==> src/common/exe_pkg.sv <==
package exe_pkg;

  typedef logic [31:0] word_t;    // data or address word
  typedef logic [4:0]  reg_idx_t; // destination register number
  typedef logic [15:0] imm_t;     // instruction immediate
  typedef logic [3:0]  strb_t;    // byte write strobe

  // one-hot alu operation with one bit per op
  typedef logic [11:0] alu_op_t;

  localparam int ALU_ADD  = 0;
  localparam int ALU_SUB  = 1;
  localparam int ALU_SLT  = 2;
  localparam int ALU_SLTU = 3;
  localparam int ALU_AND  = 4;
  localparam int ALU_NOR  = 5;
  localparam int ALU_OR   = 6;
  localparam int ALU_XOR  = 7;
  localparam int ALU_SLL  = 8;
  localparam int ALU_SRL  = 9;
  localparam int ALU_SRA  = 10;
  localparam int ALU_LUI  = 11;

  typedef logic [1:0] src1_sel_t;

  localparam src1_sel_t SRC1_RS = 2'd0; // register rs
  localparam src1_sel_t SRC1_SA = 2'd1; // shift amount field
  localparam src1_sel_t SRC1_PC = 2'd2; // pc for link instructions

  typedef logic [1:0] src2_sel_t;

  localparam src2_sel_t SRC2_RT       = 2'd0; // register rt
  localparam src2_sel_t SRC2_IMM_SEXT = 2'd1; // sign-extended imm
  localparam src2_sel_t SRC2_IMM_ZEXT = 2'd2; // zero-extended imm
  localparam src2_sel_t SRC2_EIGHT    = 2'd3; // pc + 8 for links

  // values go straight out on data_size
  typedef logic [1:0] mem_size_t;

  localparam mem_size_t SIZE_BYTE = 2'd0;
  localparam mem_size_t SIZE_HALF = 2'd1;
  localparam mem_size_t SIZE_WORD = 2'd2;

  typedef enum logic [1:0] {
    REQ_IDLE, // no request sent yet
    REQ_WAIT, // request out with addr_ok pending
    REQ_DONE  // accepted while the item is held downstream
  } req_state_e;

endpackage
==> src/common/exe_inst_if.sv <==
`timescale 1ns/1ps

interface exe_inst_if;

  logic                inst_valid;   // stage holds an item
  exe_pkg::alu_op_t    alu_op;
  exe_pkg::src1_sel_t  src1_sel;
  exe_pkg::src2_sel_t  src2_sel;
  logic                may_overflow; // add/sub that traps
  logic                load;
  logic                store;
  exe_pkg::mem_size_t  mem_size;
  logic                gr_we;
  exe_pkg::reg_idx_t   dest;
  exe_pkg::imm_t       imm;
  exe_pkg::word_t      rs_value;
  exe_pkg::word_t      rt_value;
  exe_pkg::word_t      pc;

  modport stage (output inst_valid, alu_op, src1_sel, src2_sel, may_overflow, load, store,
                 mem_size, gr_we, dest, imm, rs_value, rt_value, pc);
  modport alu (input alu_op, src1_sel, src2_sel, may_overflow, imm, rs_value, rt_value, pc);
  modport lsu (input inst_valid, load, store, mem_size, rt_value);

endinterface

==> src/design/exe_stage.sv <==
`timescale 1ns/1ps

module exe_stage
(
  input  logic                clk,
  input  logic                reset,
  // decode side
  input  logic                in_valid,
  input  exe_pkg::alu_op_t    in_alu_op,
  input  exe_pkg::src1_sel_t  in_src1_sel,
  input  exe_pkg::src2_sel_t  in_src2_sel,
  input  logic                in_may_overflow,
  input  logic                in_load,
  input  logic                in_store,
  input  exe_pkg::mem_size_t  in_mem_size,
  input  logic                in_gr_we,
  input  exe_pkg::reg_idx_t   in_dest,
  input  exe_pkg::imm_t       in_imm,
  input  exe_pkg::word_t      in_rs_value,
  input  exe_pkg::word_t      in_rt_value,
  input  exe_pkg::word_t      in_pc,
  output logic                allowin,
  // memory stage side
  output logic                out_valid,
  output exe_pkg::word_t      out_result,
  output exe_pkg::reg_idx_t   out_dest,
  output logic                out_gr_we,
  output logic                out_load,
  output exe_pkg::mem_size_t  out_mem_size,
  output exe_pkg::word_t      out_pc,
  output logic                out_exc_adel,
  output logic                out_exc_ades,
  output logic                out_exc_ov,
  input  logic                out_ready,
  // data memory side
  output logic                data_req,
  output logic                data_wr,
  output exe_pkg::mem_size_t  data_size,
  output exe_pkg::strb_t      data_wstrb,
  output exe_pkg::word_t      data_addr,
  output exe_pkg::word_t      data_wdata,
  input  logic                data_addr_ok
);

  exe_inst_if inst_bus ();

  logic ready_go;
  logic access;      // load/store without exception
  logic item_leaves; // output handshake completes

  assign item_leaves = out_valid & out_ready;

  exe_stage_reg i_stage_reg (
    .clk             (clk),
    .reset           (reset),
    .in_valid        (in_valid),
    .in_alu_op       (in_alu_op),
    .in_src1_sel     (in_src1_sel),
    .in_src2_sel     (in_src2_sel),
    .in_may_overflow (in_may_overflow),
    .in_load         (in_load),
    .in_store        (in_store),
    .in_mem_size     (in_mem_size),
    .in_gr_we        (in_gr_we),
    .in_dest         (in_dest),
    .in_imm          (in_imm),
    .in_rs_value     (in_rs_value),
    .in_rt_value     (in_rt_value),
    .in_pc           (in_pc),
    .ready_go        (ready_go),
    .out_ready       (out_ready),
    .allowin         (allowin),
    .out_valid       (out_valid),
    .inst            (inst_bus.stage)
  );

  exe_alu i_alu (
    .inst   (inst_bus.alu),
    .result (out_result),
    .exc_ov (out_exc_ov)
  );

  mem_align i_mem_align (
    .inst       (inst_bus.lsu),
    .addr       (out_result), // alu result is the load/store address
    .exc_ov     (out_exc_ov),
    .exc_adel   (out_exc_adel),
    .exc_ades   (out_exc_ades),
    .access     (access),
    .data_size  (data_size),
    .data_wstrb (data_wstrb),
    .data_addr  (data_addr),
    .data_wdata (data_wdata)
  );

  dmem_request i_dmem_request (
    .clk          (clk),
    .reset        (reset),
    .inst         (inst_bus.lsu),
    .access       (access),
    .item_leaves  (item_leaves),
    .data_addr_ok (data_addr_ok),
    .data_req     (data_req),
    .data_wr      (data_wr),
    .ready_go     (ready_go)
  );

  assign out_dest     = inst_bus.dest;
  assign out_gr_we    = inst_bus.gr_we;
  assign out_load     = inst_bus.load;
  assign out_mem_size = inst_bus.mem_size;
  assign out_pc       = inst_bus.pc;

endmodule

==> src/design/exe_stage_reg.sv <==
`timescale 1ns/1ps

module exe_stage_reg
(
  input  logic                clk,
  input  logic                reset,
  input  logic                in_valid,
  input  exe_pkg::alu_op_t    in_alu_op,
  input  exe_pkg::src1_sel_t  in_src1_sel,
  input  exe_pkg::src2_sel_t  in_src2_sel,
  input  logic                in_may_overflow,
  input  logic                in_load,
  input  logic                in_store,
  input  exe_pkg::mem_size_t  in_mem_size,
  input  logic                in_gr_we,
  input  exe_pkg::reg_idx_t   in_dest,
  input  exe_pkg::imm_t       in_imm,
  input  exe_pkg::word_t      in_rs_value,
  input  exe_pkg::word_t      in_rt_value,
  input  exe_pkg::word_t      in_pc,
  input  logic                ready_go,
  input  logic                out_ready,
  output logic                allowin,
  output logic                out_valid,
  exe_inst_if.stage           inst
);

  logic valid_q; // stage occupied

  // empty or the current item leaves this cycle
  assign allowin   = !valid_q || (ready_go && out_ready);
  assign out_valid = valid_q && ready_go;

  assign inst.inst_valid = valid_q;

  always_ff @(posedge clk)
  begin
    if (reset)
    begin
      valid_q <= 1'b0;
    end
    else if (allowin)
    begin
      valid_q <= in_valid;
    end
  end

  always_ff @(posedge clk)
  begin
    if (in_valid && allowin) // payload only on transfer
    begin
      inst.alu_op       <= in_alu_op;
      inst.src1_sel     <= in_src1_sel;
      inst.src2_sel     <= in_src2_sel;
      inst.may_overflow <= in_may_overflow;
      inst.load         <= in_load;
      inst.store        <= in_store;
      inst.mem_size     <= in_mem_size;
      inst.gr_we        <= in_gr_we;
      inst.dest         <= in_dest;
      inst.imm          <= in_imm;
      inst.rs_value     <= in_rs_value;
      inst.rt_value     <= in_rt_value;
      inst.pc           <= in_pc;
    end
  end

endmodule

==> src/lsu/dmem_request.sv <==
`timescale 1ns/1ps

module dmem_request
(
  input  logic      clk,
  input  logic      reset,
  exe_inst_if.lsu   inst,
  input  logic      access,
  input  logic      item_leaves,
  input  logic      data_addr_ok,
  output logic      data_req,
  output logic      data_wr,
  output logic      ready_go
);

  exe_pkg::req_state_e state;
  exe_pkg::req_state_e state_next;
  logic                need_req; // item wants a memory access
  logic                accepted; // request taken this cycle

  assign need_req = inst.inst_valid & access;
  assign data_req = need_req && (state != exe_pkg::REQ_DONE);
  assign data_wr  = inst.store;
  assign accepted = data_req & data_addr_ok;

  // non-access items pass in one cycle
  assign ready_go = !need_req || accepted || (state == exe_pkg::REQ_DONE);

  always_comb
  begin
    state_next = state;
    case (state)
      exe_pkg::REQ_IDLE,
      exe_pkg::REQ_WAIT:
      begin
        if (accepted)
          state_next = item_leaves ? exe_pkg::REQ_IDLE : exe_pkg::REQ_DONE;
        else if (data_req)
          state_next = exe_pkg::REQ_WAIT;
      end
      exe_pkg::REQ_DONE:
      begin
        if (item_leaves)
          state_next = exe_pkg::REQ_IDLE; // back-pressure released
      end
      default: state_next = exe_pkg::REQ_IDLE;
    endcase
  end

  always_ff @(posedge clk)
  begin
    if (reset)
      state <= exe_pkg::REQ_IDLE;
    else
      state <= state_next;
  end

endmodule

==> src/lsu/mem_align.sv <==
`timescale 1ns/1ps

module mem_align
(
  exe_inst_if.lsu             inst,
  input  exe_pkg::word_t      addr,
  input  logic                exc_ov,
  output logic                exc_adel,
  output logic                exc_ades,
  output logic                access,
  output exe_pkg::mem_size_t  data_size,
  output exe_pkg::strb_t      data_wstrb,
  output exe_pkg::word_t      data_addr,
  output exe_pkg::word_t      data_wdata
);

  logic           misaligned;
  exe_pkg::strb_t lane_strb; // strobe before store gating

  assign misaligned = ((inst.mem_size == exe_pkg::SIZE_HALF) && addr[0])
                   || ((inst.mem_size == exe_pkg::SIZE_WORD) && (addr[1:0] != 2'b00));

  assign exc_adel = inst.load  & misaligned;
  assign exc_ades = inst.store & misaligned;

  // any exception cancels the memory access
  assign access = (inst.load | inst.store) & ~misaligned & ~exc_ov;

  assign data_size = inst.mem_size;
  assign data_addr = {addr[31:2], 2'b00};

  always_comb
  begin
    case (inst.mem_size)
      exe_pkg::SIZE_BYTE: lane_strb = 4'b0001 << addr[1:0];
      exe_pkg::SIZE_HALF: lane_strb = addr[1] ? 4'b1100 : 4'b0011;
      default:            lane_strb = 4'b1111;
    endcase
  end

  assign data_wstrb = (access && inst.store) ? lane_strb : 4'b0000;

  // replicate so every lane the strobe picks holds the data
  always_comb
  begin
    case (inst.mem_size)
      exe_pkg::SIZE_BYTE: data_wdata = {4{inst.rt_value[7:0]}};
      exe_pkg::SIZE_HALF: data_wdata = {2{inst.rt_value[15:0]}};
      default:            data_wdata = inst.rt_value;
    endcase
  end

endmodule

==> src/alu/exe_alu.sv <==
`timescale 1ns/1ps

module exe_alu
(
  exe_inst_if.alu         inst,
  output exe_pkg::word_t  result,
  output logic            exc_ov
);

  exe_pkg::word_t src1;
  exe_pkg::word_t src2;
  exe_pkg::word_t add_b;    // src2 inverted for subtract and compare
  exe_pkg::word_t sum;
  exe_pkg::word_t slt_res;
  exe_pkg::word_t sltu_res;
  logic           carry;
  logic           use_sub;
  logic           overflow;
  logic [4:0]     shamt;

  always_comb
  begin
    case (inst.src1_sel)
      exe_pkg::SRC1_SA: src1 = {27'b0, inst.imm[10:6]};
      exe_pkg::SRC1_PC: src1 = inst.pc;
      default:          src1 = inst.rs_value;
    endcase
  end

  always_comb
  begin
    case (inst.src2_sel)
      exe_pkg::SRC2_IMM_SEXT: src2 = {{16{inst.imm[15]}}, inst.imm};
      exe_pkg::SRC2_IMM_ZEXT: src2 = {16'b0, inst.imm};
      exe_pkg::SRC2_EIGHT:    src2 = 32'd8;
      default:                src2 = inst.rt_value;
    endcase
  end

  // one adder shared by add, sub, slt and sltu
  assign use_sub = inst.alu_op[exe_pkg::ALU_SUB] | inst.alu_op[exe_pkg::ALU_SLT]
                 | inst.alu_op[exe_pkg::ALU_SLTU];
  assign add_b = use_sub ? ~src2 : src2;
  assign {carry, sum} = {1'b0, src1} + {1'b0, add_b} + {32'b0, use_sub};

  // signed less-than when signs differ or the difference is negative
  assign slt_res  = {31'b0, (src1[31] & ~src2[31]) | (~(src1[31] ^ src2[31]) & sum[31])};
  assign sltu_res = {31'b0, ~carry}; // borrow out

  // operands agree in sign but the sum does not
  assign overflow = (src1[31] == add_b[31]) && (sum[31] != src1[31]);
  assign exc_ov   = inst.may_overflow & overflow
                  & (inst.alu_op[exe_pkg::ALU_ADD] | inst.alu_op[exe_pkg::ALU_SUB]);

  assign shamt = src1[4:0];

  assign result =
      ({32{inst.alu_op[exe_pkg::ALU_ADD] | inst.alu_op[exe_pkg::ALU_SUB]}} & sum)
    | ({32{inst.alu_op[exe_pkg::ALU_SLT]}}  & slt_res)
    | ({32{inst.alu_op[exe_pkg::ALU_SLTU]}} & sltu_res)
    | ({32{inst.alu_op[exe_pkg::ALU_AND]}}  & (src1 & src2))
    | ({32{inst.alu_op[exe_pkg::ALU_NOR]}}  & ~(src1 | src2))
    | ({32{inst.alu_op[exe_pkg::ALU_OR]}}   & (src1 | src2))
    | ({32{inst.alu_op[exe_pkg::ALU_XOR]}}  & (src1 ^ src2))
    | ({32{inst.alu_op[exe_pkg::ALU_SLL]}}  & (src2 << shamt))
    | ({32{inst.alu_op[exe_pkg::ALU_SRL]}}  & (src2 >> shamt))
    | ({32{inst.alu_op[exe_pkg::ALU_SRA]}}  & 32'($signed(src2) >>> shamt))
    | ({32{inst.alu_op[exe_pkg::ALU_LUI]}}  & {src2[15:0], 16'b0});

endmodule

==> config.mk <==
export PLATFORM = sky130hd
export DESIGN_NAME = exe_stage
export DESIGN_NICKNAME = d
export VERILOG_FILES = /design/src/common/exe_pkg.sv /design/src/common/exe_inst_if.sv /design/src/design/exe_stage.sv /design/src/design/exe_stage_reg.sv /design/src/lsu/dmem_request.sv /design/src/lsu/mem_align.sv /design/src/alu/exe_alu.sv
export SDC_FILE = /design/constraint.sdc
export NUM_CORES = 1
export LEC_CHECK = 0
export CORE_ASPECT_RATIO = 1.4
export CORE_MARGIN = 2
export CORE_UTILIZATION = 55
export CTS_CLUSTER_DIAMETER = 30
export DETAILED_ROUTE_END_ITERATION = 16
export DONT_BUFFER_PORTS = 1
export PLACE_DENSITY = 0.7
export SLEW_MARGIN = 20
export SYNTH_ARGS = -nofsm -noshare
export SYNTH_HDL_FRONTEND = slang
export SYNTH_HIERARCHICAL = 1
export SYNTH_SLANG_ARGS = --single-unit
==> constraint.sdc <==
create_clock -name clk -period 9.89 [get_ports clk]
set_clock_uncertainty 0.2 [all_clocks]
set_input_delay 0.989 -clock clk [delete_from_list [all_inputs] [get_ports clk]]
set_output_delay 0.989 -clock clk [all_outputs]
set_load 0.03 [all_outputs]
; ---- Word-level counts from Yosys, hierarchy flattened
; Index checks and enable logic that the tools add are counted.
[totals]
regBits = 142
input_bits = 144
output_inout_bits = 150
wordCells = 114
[op_classes]
add_sub_neg = 2
n_eq_ne = 14
n_shift = 4
n_mux = 12
n_bitwise = 48
n_reduce_logical = 19
[ops]
columns = op, n
row1 = $or 32x32->32, 11
row2 = $and 32x32->32, 10
row3 = $pmux 32 s2, 2
row4 = $pmux 32 s3, 1
row5 = $and 32x1->32, 2
row6 = $not 32->32, 2
row7 = $add 32x32->33, 1
row8 = $add 33x1->33, 1
row9 = $mux 32, 1
row10 = $shl 32x5->32, 1
row11 = $shr 32x5->32, 1
row12 = $sshr 32x5->32, 1
row13 = $xor 32x32->32, 1
row14 = $and 1x1->1, 11
row15 = $eq 2x2->1 const B, 5
row16 = $eq 2x1->1 const B, 4
row17 = $logic_and 1x1->1, 8
row18 = $mux 2, 4
row19 = $mux 4, 2
row20 = $pmux 4 s2, 1
row21 = $not 1->1, 5
row22 = $or 1x1->1, 5
row23 = $logic_not 2->1, 2
row24 = $logic_or 1x1->1, 4
row25 = 12 further kinds, 13

; ---- Longest topological paths before layout
[depth]
depth_word = 35
ltp_mapped = 30
depth_no_buf = 25

; ---- Cells and area by module
; Netlist, hierarchy kept.
[modules_own_cells]
columns = mod, instances, cells_per_inst, area_per_inst_um2, seq_area_each_um2
row1 = exe_alu, 1, 1310, 9232.6, 0.0
row2 = exe_stage_reg, 1, 145, 4236.6, 4194.0
row3 = mem_align, 1, 108, 838.3, 0.0
row4 = dmem_request, 1, 13, 112.6, 40.0
row5 = exe_stage, 1, 1, 6.3, 0.0

; ---- Worst setup path after synthesis
; OpenSTA, ideal clock, no wires.
[synth_path]
path_type = reg2reg
start = reg i_stage_reg.inst.src1_sel[0]
end = reg i_stage_reg.inst.alu_op[0], enable pin
setup_time_ns = 0.516
arrival_time_ns = 8.794
required_ns = 9.174
setup_slack_ns = 0.380
path_stages_with_launch = 25
path_buffers = 6
synth_period_minus_slack_ns = 9.510
path_cell_list = edfxtp_1 -> inv_1 -> ha_1 -> buf_6 -> buf_2 -> o21a_1 -> clkbuf_1 -> inv_1 -> buf_2 -> clkbuf_1 -> clkbuf_1 -> ha_1 -> a21o_1 -> nand3_1 -> a21oi_1 -> a2111oi_2 -> nor2_1 -> a21o_1 -> xnor2_1 -> nor4b_1 -> nor3b_2 -> nand2_1 -> or3_1 -> a21bo_4 -> and2_1
[synth_via]
elab_cells_between_ends = 60
classes_between = add/sub (2) / eq/ne (4) / shift (3) / mux (1) / bitwise (38) / reduce/logical (12)
[synth_lines]
columns = item, line
row1 = from (decl), exe_inst_if.sv:20  ; modport stage (output inst_valid, alu_op, src1_sel, src2_sel, may_overflow, load, store,
row2 = from (signal assigned), exe_stage_reg.sv:53  ; inst.src1_sel <= in_src1_sel;
row3 = $eq 2x2->1 / $eq 2x1->1 (equally long branches), exe_alu.sv:23  ; case (inst.src1_sel)
row4 = $pmux 32 s2 *, exe_alu.sv:23
row5 = $add 32x32->33, exe_alu.sv:44  ; assign {carry, sum} = {1'b0, src1} + {1'b0, add_b} + {32'b0, use_sub};
row6 = $add 33x1->33, exe_alu.sv:44
row7 = $ne 1x1->1, exe_alu.sv:51  ; assign overflow = (src1[31] == add_b[31]) && (sum[31] != src1[31]);
row8 = $logic_and 1x1->1 *, exe_alu.sv:51
row9 = $and 1x1->1 *, exe_alu.sv:52  ; assign exc_ov = inst.may_overflow & overflow
row10 = $and 1x1->1 *, exe_alu.sv:53  ; & (inst.alu_op[exe_pkg::ALU_ADD] | inst.alu_op[exe_pkg::ALU_SUB]);
row11 = via out_exc_ov, exe_stage.sv:33  ; output logic out_exc_ov,
row12 = [2 not listed], --
row13 = via access, exe_stage.sv:48  ; logic access;
row14 = [1 not listed], --
row15 = $logic_and 1x1->1, dmem_request.sv:22  ; assign data_req = need_req && (state != exe_pkg::REQ_DONE);
row16 = $and 1x1->1, dmem_request.sv:24  ; assign accepted = data_req & data_addr_ok;
row17 = $logic_or 1x1->1 * (2 in series), dmem_request.sv:27  ; assign ready_go = !need_req || accepted || (state == exe_pkg::REQ_DONE);
row18 = via ready_go, exe_stage.sv:47  ; logic ready_go;
row19 = $logic_and 1x1->1 *, exe_stage_reg.sv:31  ; assign allowin = !valid_q || (ready_go && out_ready);
row20 = $logic_or 1x1->1 *, exe_stage_reg.sv:31
row21 = via allowin, exe_stage.sv:22  ; output logic allowin,
row22 = $logic_and 1x1->1 *, exe_stage_reg.sv:50  ; if (in_valid && allowin)
row23 = to (signal assigned), exe_stage_reg.sv:52  ; inst.alu_op <= in_alu_op;
row24 = to (decl), exe_inst_if.sv:20
; The timed path passes the listed nets; every way through them passes the cells marked *.
; A chain may end at the register's enable or synchronous reset.

; ---- Worst setup path after layout
[layout_path]
start = reg i_stage_reg.inst.src2_sel[0]
end = out allowin
[layout_via]
elab_chain_cells = 32
elab_cells_between_ends = 63
classes_between = add/sub (2) / eq/ne (5) / shift (3) / mux (2) / bitwise (40) / reduce/logical (11)
[layout_lines]
columns = item, line
row1 = from (decl), exe_inst_if.sv:20
row2 = from (signal assigned), exe_stage_reg.sv:54  ; inst.src2_sel <= in_src2_sel;
row3 = $eq 2x2->1 / $eq 2x1->1 (equally long branches), exe_alu.sv:32  ; case (inst.src2_sel)
row4 = $pmux 32 s3 *, exe_alu.sv:32
row5 = $not 32->32, exe_alu.sv:43  ; assign add_b = use_sub ? ~src2 : src2;
row6 = $mux 32, exe_alu.sv:43
row7 = $add 32x32->33, exe_alu.sv:44
row8 = $add 33x1->33, exe_alu.sv:44
row9 = $and 1x1->1, exe_alu.sv:47  ; assign slt_res = {31'b0, (src1[31] & ~src2[31]) | (~(src1[31] ^ src2[31]) & sum[31])};
row10 = $or 1x1->1, exe_alu.sv:47
row11 = [11 not listed], --
row12 = via out_result[0], exe_stage.sv:25  ; output exe_pkg::word_t out_result,
row13 = [6 not listed], --
row14 = via access, exe_stage.sv:48
row15 = $and 1x1->1 *, dmem_request.sv:21  ; assign need_req = inst.inst_valid & access;
row16 = $logic_and 1x1->1, dmem_request.sv:22
row17 = $and 1x1->1, dmem_request.sv:24
row18 = $logic_or 1x1->1 * (2 in series), dmem_request.sv:27
row19 = via ready_go, exe_stage.sv:47
row20 = $logic_and 1x1->1 *, exe_stage_reg.sv:31
row21 = $logic_or 1x1->1 *, exe_stage_reg.sv:31
row22 = to (decl), exe_stage.sv:22
; Marks and branches as above.

==> flow_summary.json <==
{
  "status": "completed",
  "synth_compound_area_share_pct": 25.9,
  "synth_cells": 1577,
  "vias_per_cell": 7.38,
  "insertion_delay_ns": 0.42,
  "worst_hold_slack_ns": 0.251,
  "hpwl_um": 47000,
  "setup_slack_ns": 1.46,
  "drt_pass1_iterations": 7,
  "fillers": 2317,
  "hold_viol": 0,
  "multi_input_area_um2": 9080,
  "synth_seq_cells": 142,
  "port_buffers": 0,
  "synth-simple-area-share_pct": 11.3,
  "num_vias": 13646,
  "worst_slew_pin_slew_ns": 1.26,
  "drc": 0,
  "synthXorXnorAreaFrac_pct": 3.46,
  "postSynthAreaPerCell_um2": 9.15,
  "yosysTopAreaCellShare_pct": 28.9,
  "path_class": "reg2out",
  "ant_nets": 0,
  "rsz0062_at_grt": "false",
  "synth_fa_ha_area_share_pct": 8.73,
  "cts_setup_buffers": 0,
  "wl_um": 62000,
  "start_kind": "register",
  "initial_utilization_pct": 55.6,
  "final_layout_size_suffix_gt1_share_pct": 12.8,
  "area.sequential_um2": 4230,
  "cts.clk_slew.worst_paths_ns": 0.06,
  "synthTopCellsByArea": "edfxtp_1 29%, mux2i_1 9.1%, ha_1 8.6%",
  "cts-root-buf": "clkbuf_16",
  "synth_area_um2": 14400,
  "end_kind": "output pin",
  "io_pins": 294,
  "antenna_found_initial": 13,
  "cts_hold_buf": 0,
  "clockBufferDepth": 2,
  "p_leak_nw": 6.12,
  "muxShareOfSynthArea_pct": 13.0,
  "max_slew_margin_pct": 15.5,
  "fmaxAchievable_mhz": 119,
  "grt_use_total_pct": 44.7,
  "die_y_um": 196,
  "core_area_um2": 25900,
  "numCtsBuffers": 17,
  "critPathRequiredTime_ns": 8.70,
  "final_nets": 1751,
  "async_flop_share_pct": 0,
  "finalSetupViolCount": 0,
  "fin_crit_ns": 8.43,
  "drt-initial-drc-count": 1578,
  "place_congestion": 1.12,
  "grt_pass1_vias": 13185,
  "yosys.area.top_type": "edfxtp_1",
  "cts_tree": "built",
  "maxSlewViolCount": 0,
  "yosysUniqueCellTypes": 97,
  "wl_per_cell_um": 33.6,
  "ir_worst_vdd_mv": 0.250,
  "yosys_most_used_dff": "edfxtp_1",
  "synth_warnings": 6,
  "grt_pass1_wl_um": 89700,
  "seq_area_frac_synth_pct": 29.3,
  "cp_max_fo": 43,
  "synth_top_family_by_area": "compound AO/OA/AOI/OAI gates",
  "fin_crit_sh_pct": 85.3,
  "synthToLayoutAreaGrowth_pct": 4.93,
  "cts_resized": 0,
  "final_common_cell": "edfxtp_1",
  "setup_tns_ns": 0,
  "rows": 70,
  "design.die.area_um2": 27600,
  "hp-class": "reg2reg",
  "pwr_density_cell_nw_per_um2": 188,
  "cts.sinks": 142,
  "pre_cts_ws_ns": 1.71,
  "cp.arrival_ns": 7.24,
  "final_cell_mix": "139 x edfxtp_1, 131 x mux2i_1, 117 x nand2_1",
  "grt_max_degree": 83,
  "gr-total-overflow": 0,
  "cap_violations": 0,
  "die_x_um": 141,
  "synth_edf_count": 139,
  "htree_levels": 4
}
-- layout make-up --
type                    count  area share (%)
clock buffers              18            2.84
inverters                  82            2.03
well taps                 324            2.68
flip-flops and latches    142            28.0
diodes                      4          0.0661
clock inverters            14           0.975
multi-input cells        1196            60.0
repair buffers             68            3.47
-- cells by family after synthesis --
family          Yosys count
other cells               1
buf+inv                 240
fa+ha+maj               100
mux                     179
xor+xnor                 57
flops                   142
compound gates          521
simple gates            337
-- per-layer routing --
metal  up-vias  global-route usage, %  share of wire [%]
li1       5824                      -                  -
met1      6505                   49.5                 34
met2      1006                   69.4                 45
met3       301                   17.1                 12
met4        10                   33.4                9.6
met5         -                      0               0.10
-- final timing paths --
kind,start,to,slack (ns),cells past startpoint
setup / recovery,i_stage_reg/inst.src2_sel[0],allowin,1.46,21
hold / removal,i_dmem_request/state[1],i_dmem_request/state[0],0.25,1
setup reg to reg,i_stage_reg/inst.src2_sel[0],i_stage_reg/inst.rt_value[14],1.53,23
hold reg to reg,i_dmem_request/state[1],i_dmem_request/state[0],0.25,1
-- metrics by stage --
| step | utilization [%] | total power (W) | area [um2] | cells |
|---|---|---|---|---|
| 3_5_place_dp | 56.1 | 0.00214 | 14500 | 1812 |
| 6_report | 58.4 | 0.00284 | 15100 | 1848 |
| 4_1_cts | 58.3 | 0.00276 | 15100 | 1844 |
| 2_1_floorplan | - | 0.00176 | 14400 | 1578 |
| 5_1_grt | 58.3 | 0.00293 | 15100 | 1844 |
| 3_3_place_gp | 56.1 | 0.00214 | 14500 | 1812 |
-- sequential cells by signal, indices dropped and copies added, names as in the netlist --
| name | count |
|---|---|
| i_dmem_request/state | 2 |
| i_stage_reg/inst.alu_op | 12 |
| i_stage_reg/inst.dest | 5 |
| i_stage_reg/inst.gr_we | 1 |
| i_stage_reg/inst.imm | 16 |
| i_stage_reg/inst.inst_valid | 1 |
| i_stage_reg/inst.load | 1 |
| i_stage_reg/inst.may_overflow | 1 |
| i_stage_reg/inst.mem_size | 2 |
| i_stage_reg/inst.pc | 32 |
| i_stage_reg/inst.rs_value | 32 |
| i_stage_reg/inst.rt_value | 32 |
| i_stage_reg/inst.src1_sel | 2 |
| i_stage_reg/inst.src2_sel | 2 |
| i_stage_reg/inst.store | 1 |
-- report_power, final --
group / leakage, nW / internal, W / switching (W)
clock: 0.274 / 0.000356 / 0.000266
sequential: 1.37 / 0.000707 / 0.0000614
combinational: 4.48 / 0.000433 / 0.00102
-- critical path, cell delays in order, from the launching register on --
cell and delay, ns:
edfxtp_1 0.91, buf_4 0.53, nand2b_1 0.21, o22ai_2 0.34, inv_2 0.11, o21ai_1 0.18, inv_1 0.09, fa_1 0.45
nand2b_1 0.23, a2111oi_0 0.43, o211ai_1 0.19, a21oi_1 0.30, o31ai_1 0.19, o21ai_0 0.34, a31oi_1 0.12, or4_1 0.71
o21bai_4 0.25, mux2_4 0.18, nor3b_2 0.25, nand2_1 0.12, or3_1 0.40, a21bo_4 0.28
-- cells in the mapped netlist, types with 5 or more instances --
| library cell | n |
|---|---|
| edfxtp_1 | 139 |
| mux2i_1 | 131 |
| nand2_1 | 117 |
| a21oi_1 | 99 |
| ha_1 | 99 |
| inv_1 | 76 |
| o21ai_0 | 76 |
| nor2_1 | 73 |
| clkbuf_1 | 65 |
| a22oi_1 | 56 |
| buf_4 | 48 |
| mux2_2 | 45 |
| xnor2_1 | 44 |
| nand3_1 | 33 |
| a221oi_1 | 27 |
| a211o_1 | 26 |
| buf_2 | 25 |
| a21o_1 | 24 |
| a31oi_1 | 23 |
| and3_1 | 21 |
| o211ai_1 | 18 |
| a211oi_1 | 17 |
| a22o_1 | 17 |
| nand2b_1 | 16 |
| nor2b_1 | 15 |
| o2111ai_1 | 13 |
| xor2_1 | 13 |
| nand4_1 | 12 |
| nor3_1 | 12 |
| o21ai_1 | 12 |
| o2bb2ai_1 | 11 |
| buf_1 | 10 |
| buf_6 | 10 |
| o22ai_1 | 10 |
| o221ai_1 | 9 |
| a221o_1 | 7 |
| o21a_1 | 7 |
| o21bai_1 | 7 |
| o31ai_1 | 7 |
| a2111o_1 | 6 |
| and2_1 | 5 |
| o311ai_0 | 5 |
| or3_1 | 5 |
Note: power is estimated with default switching activity, not from simulation.
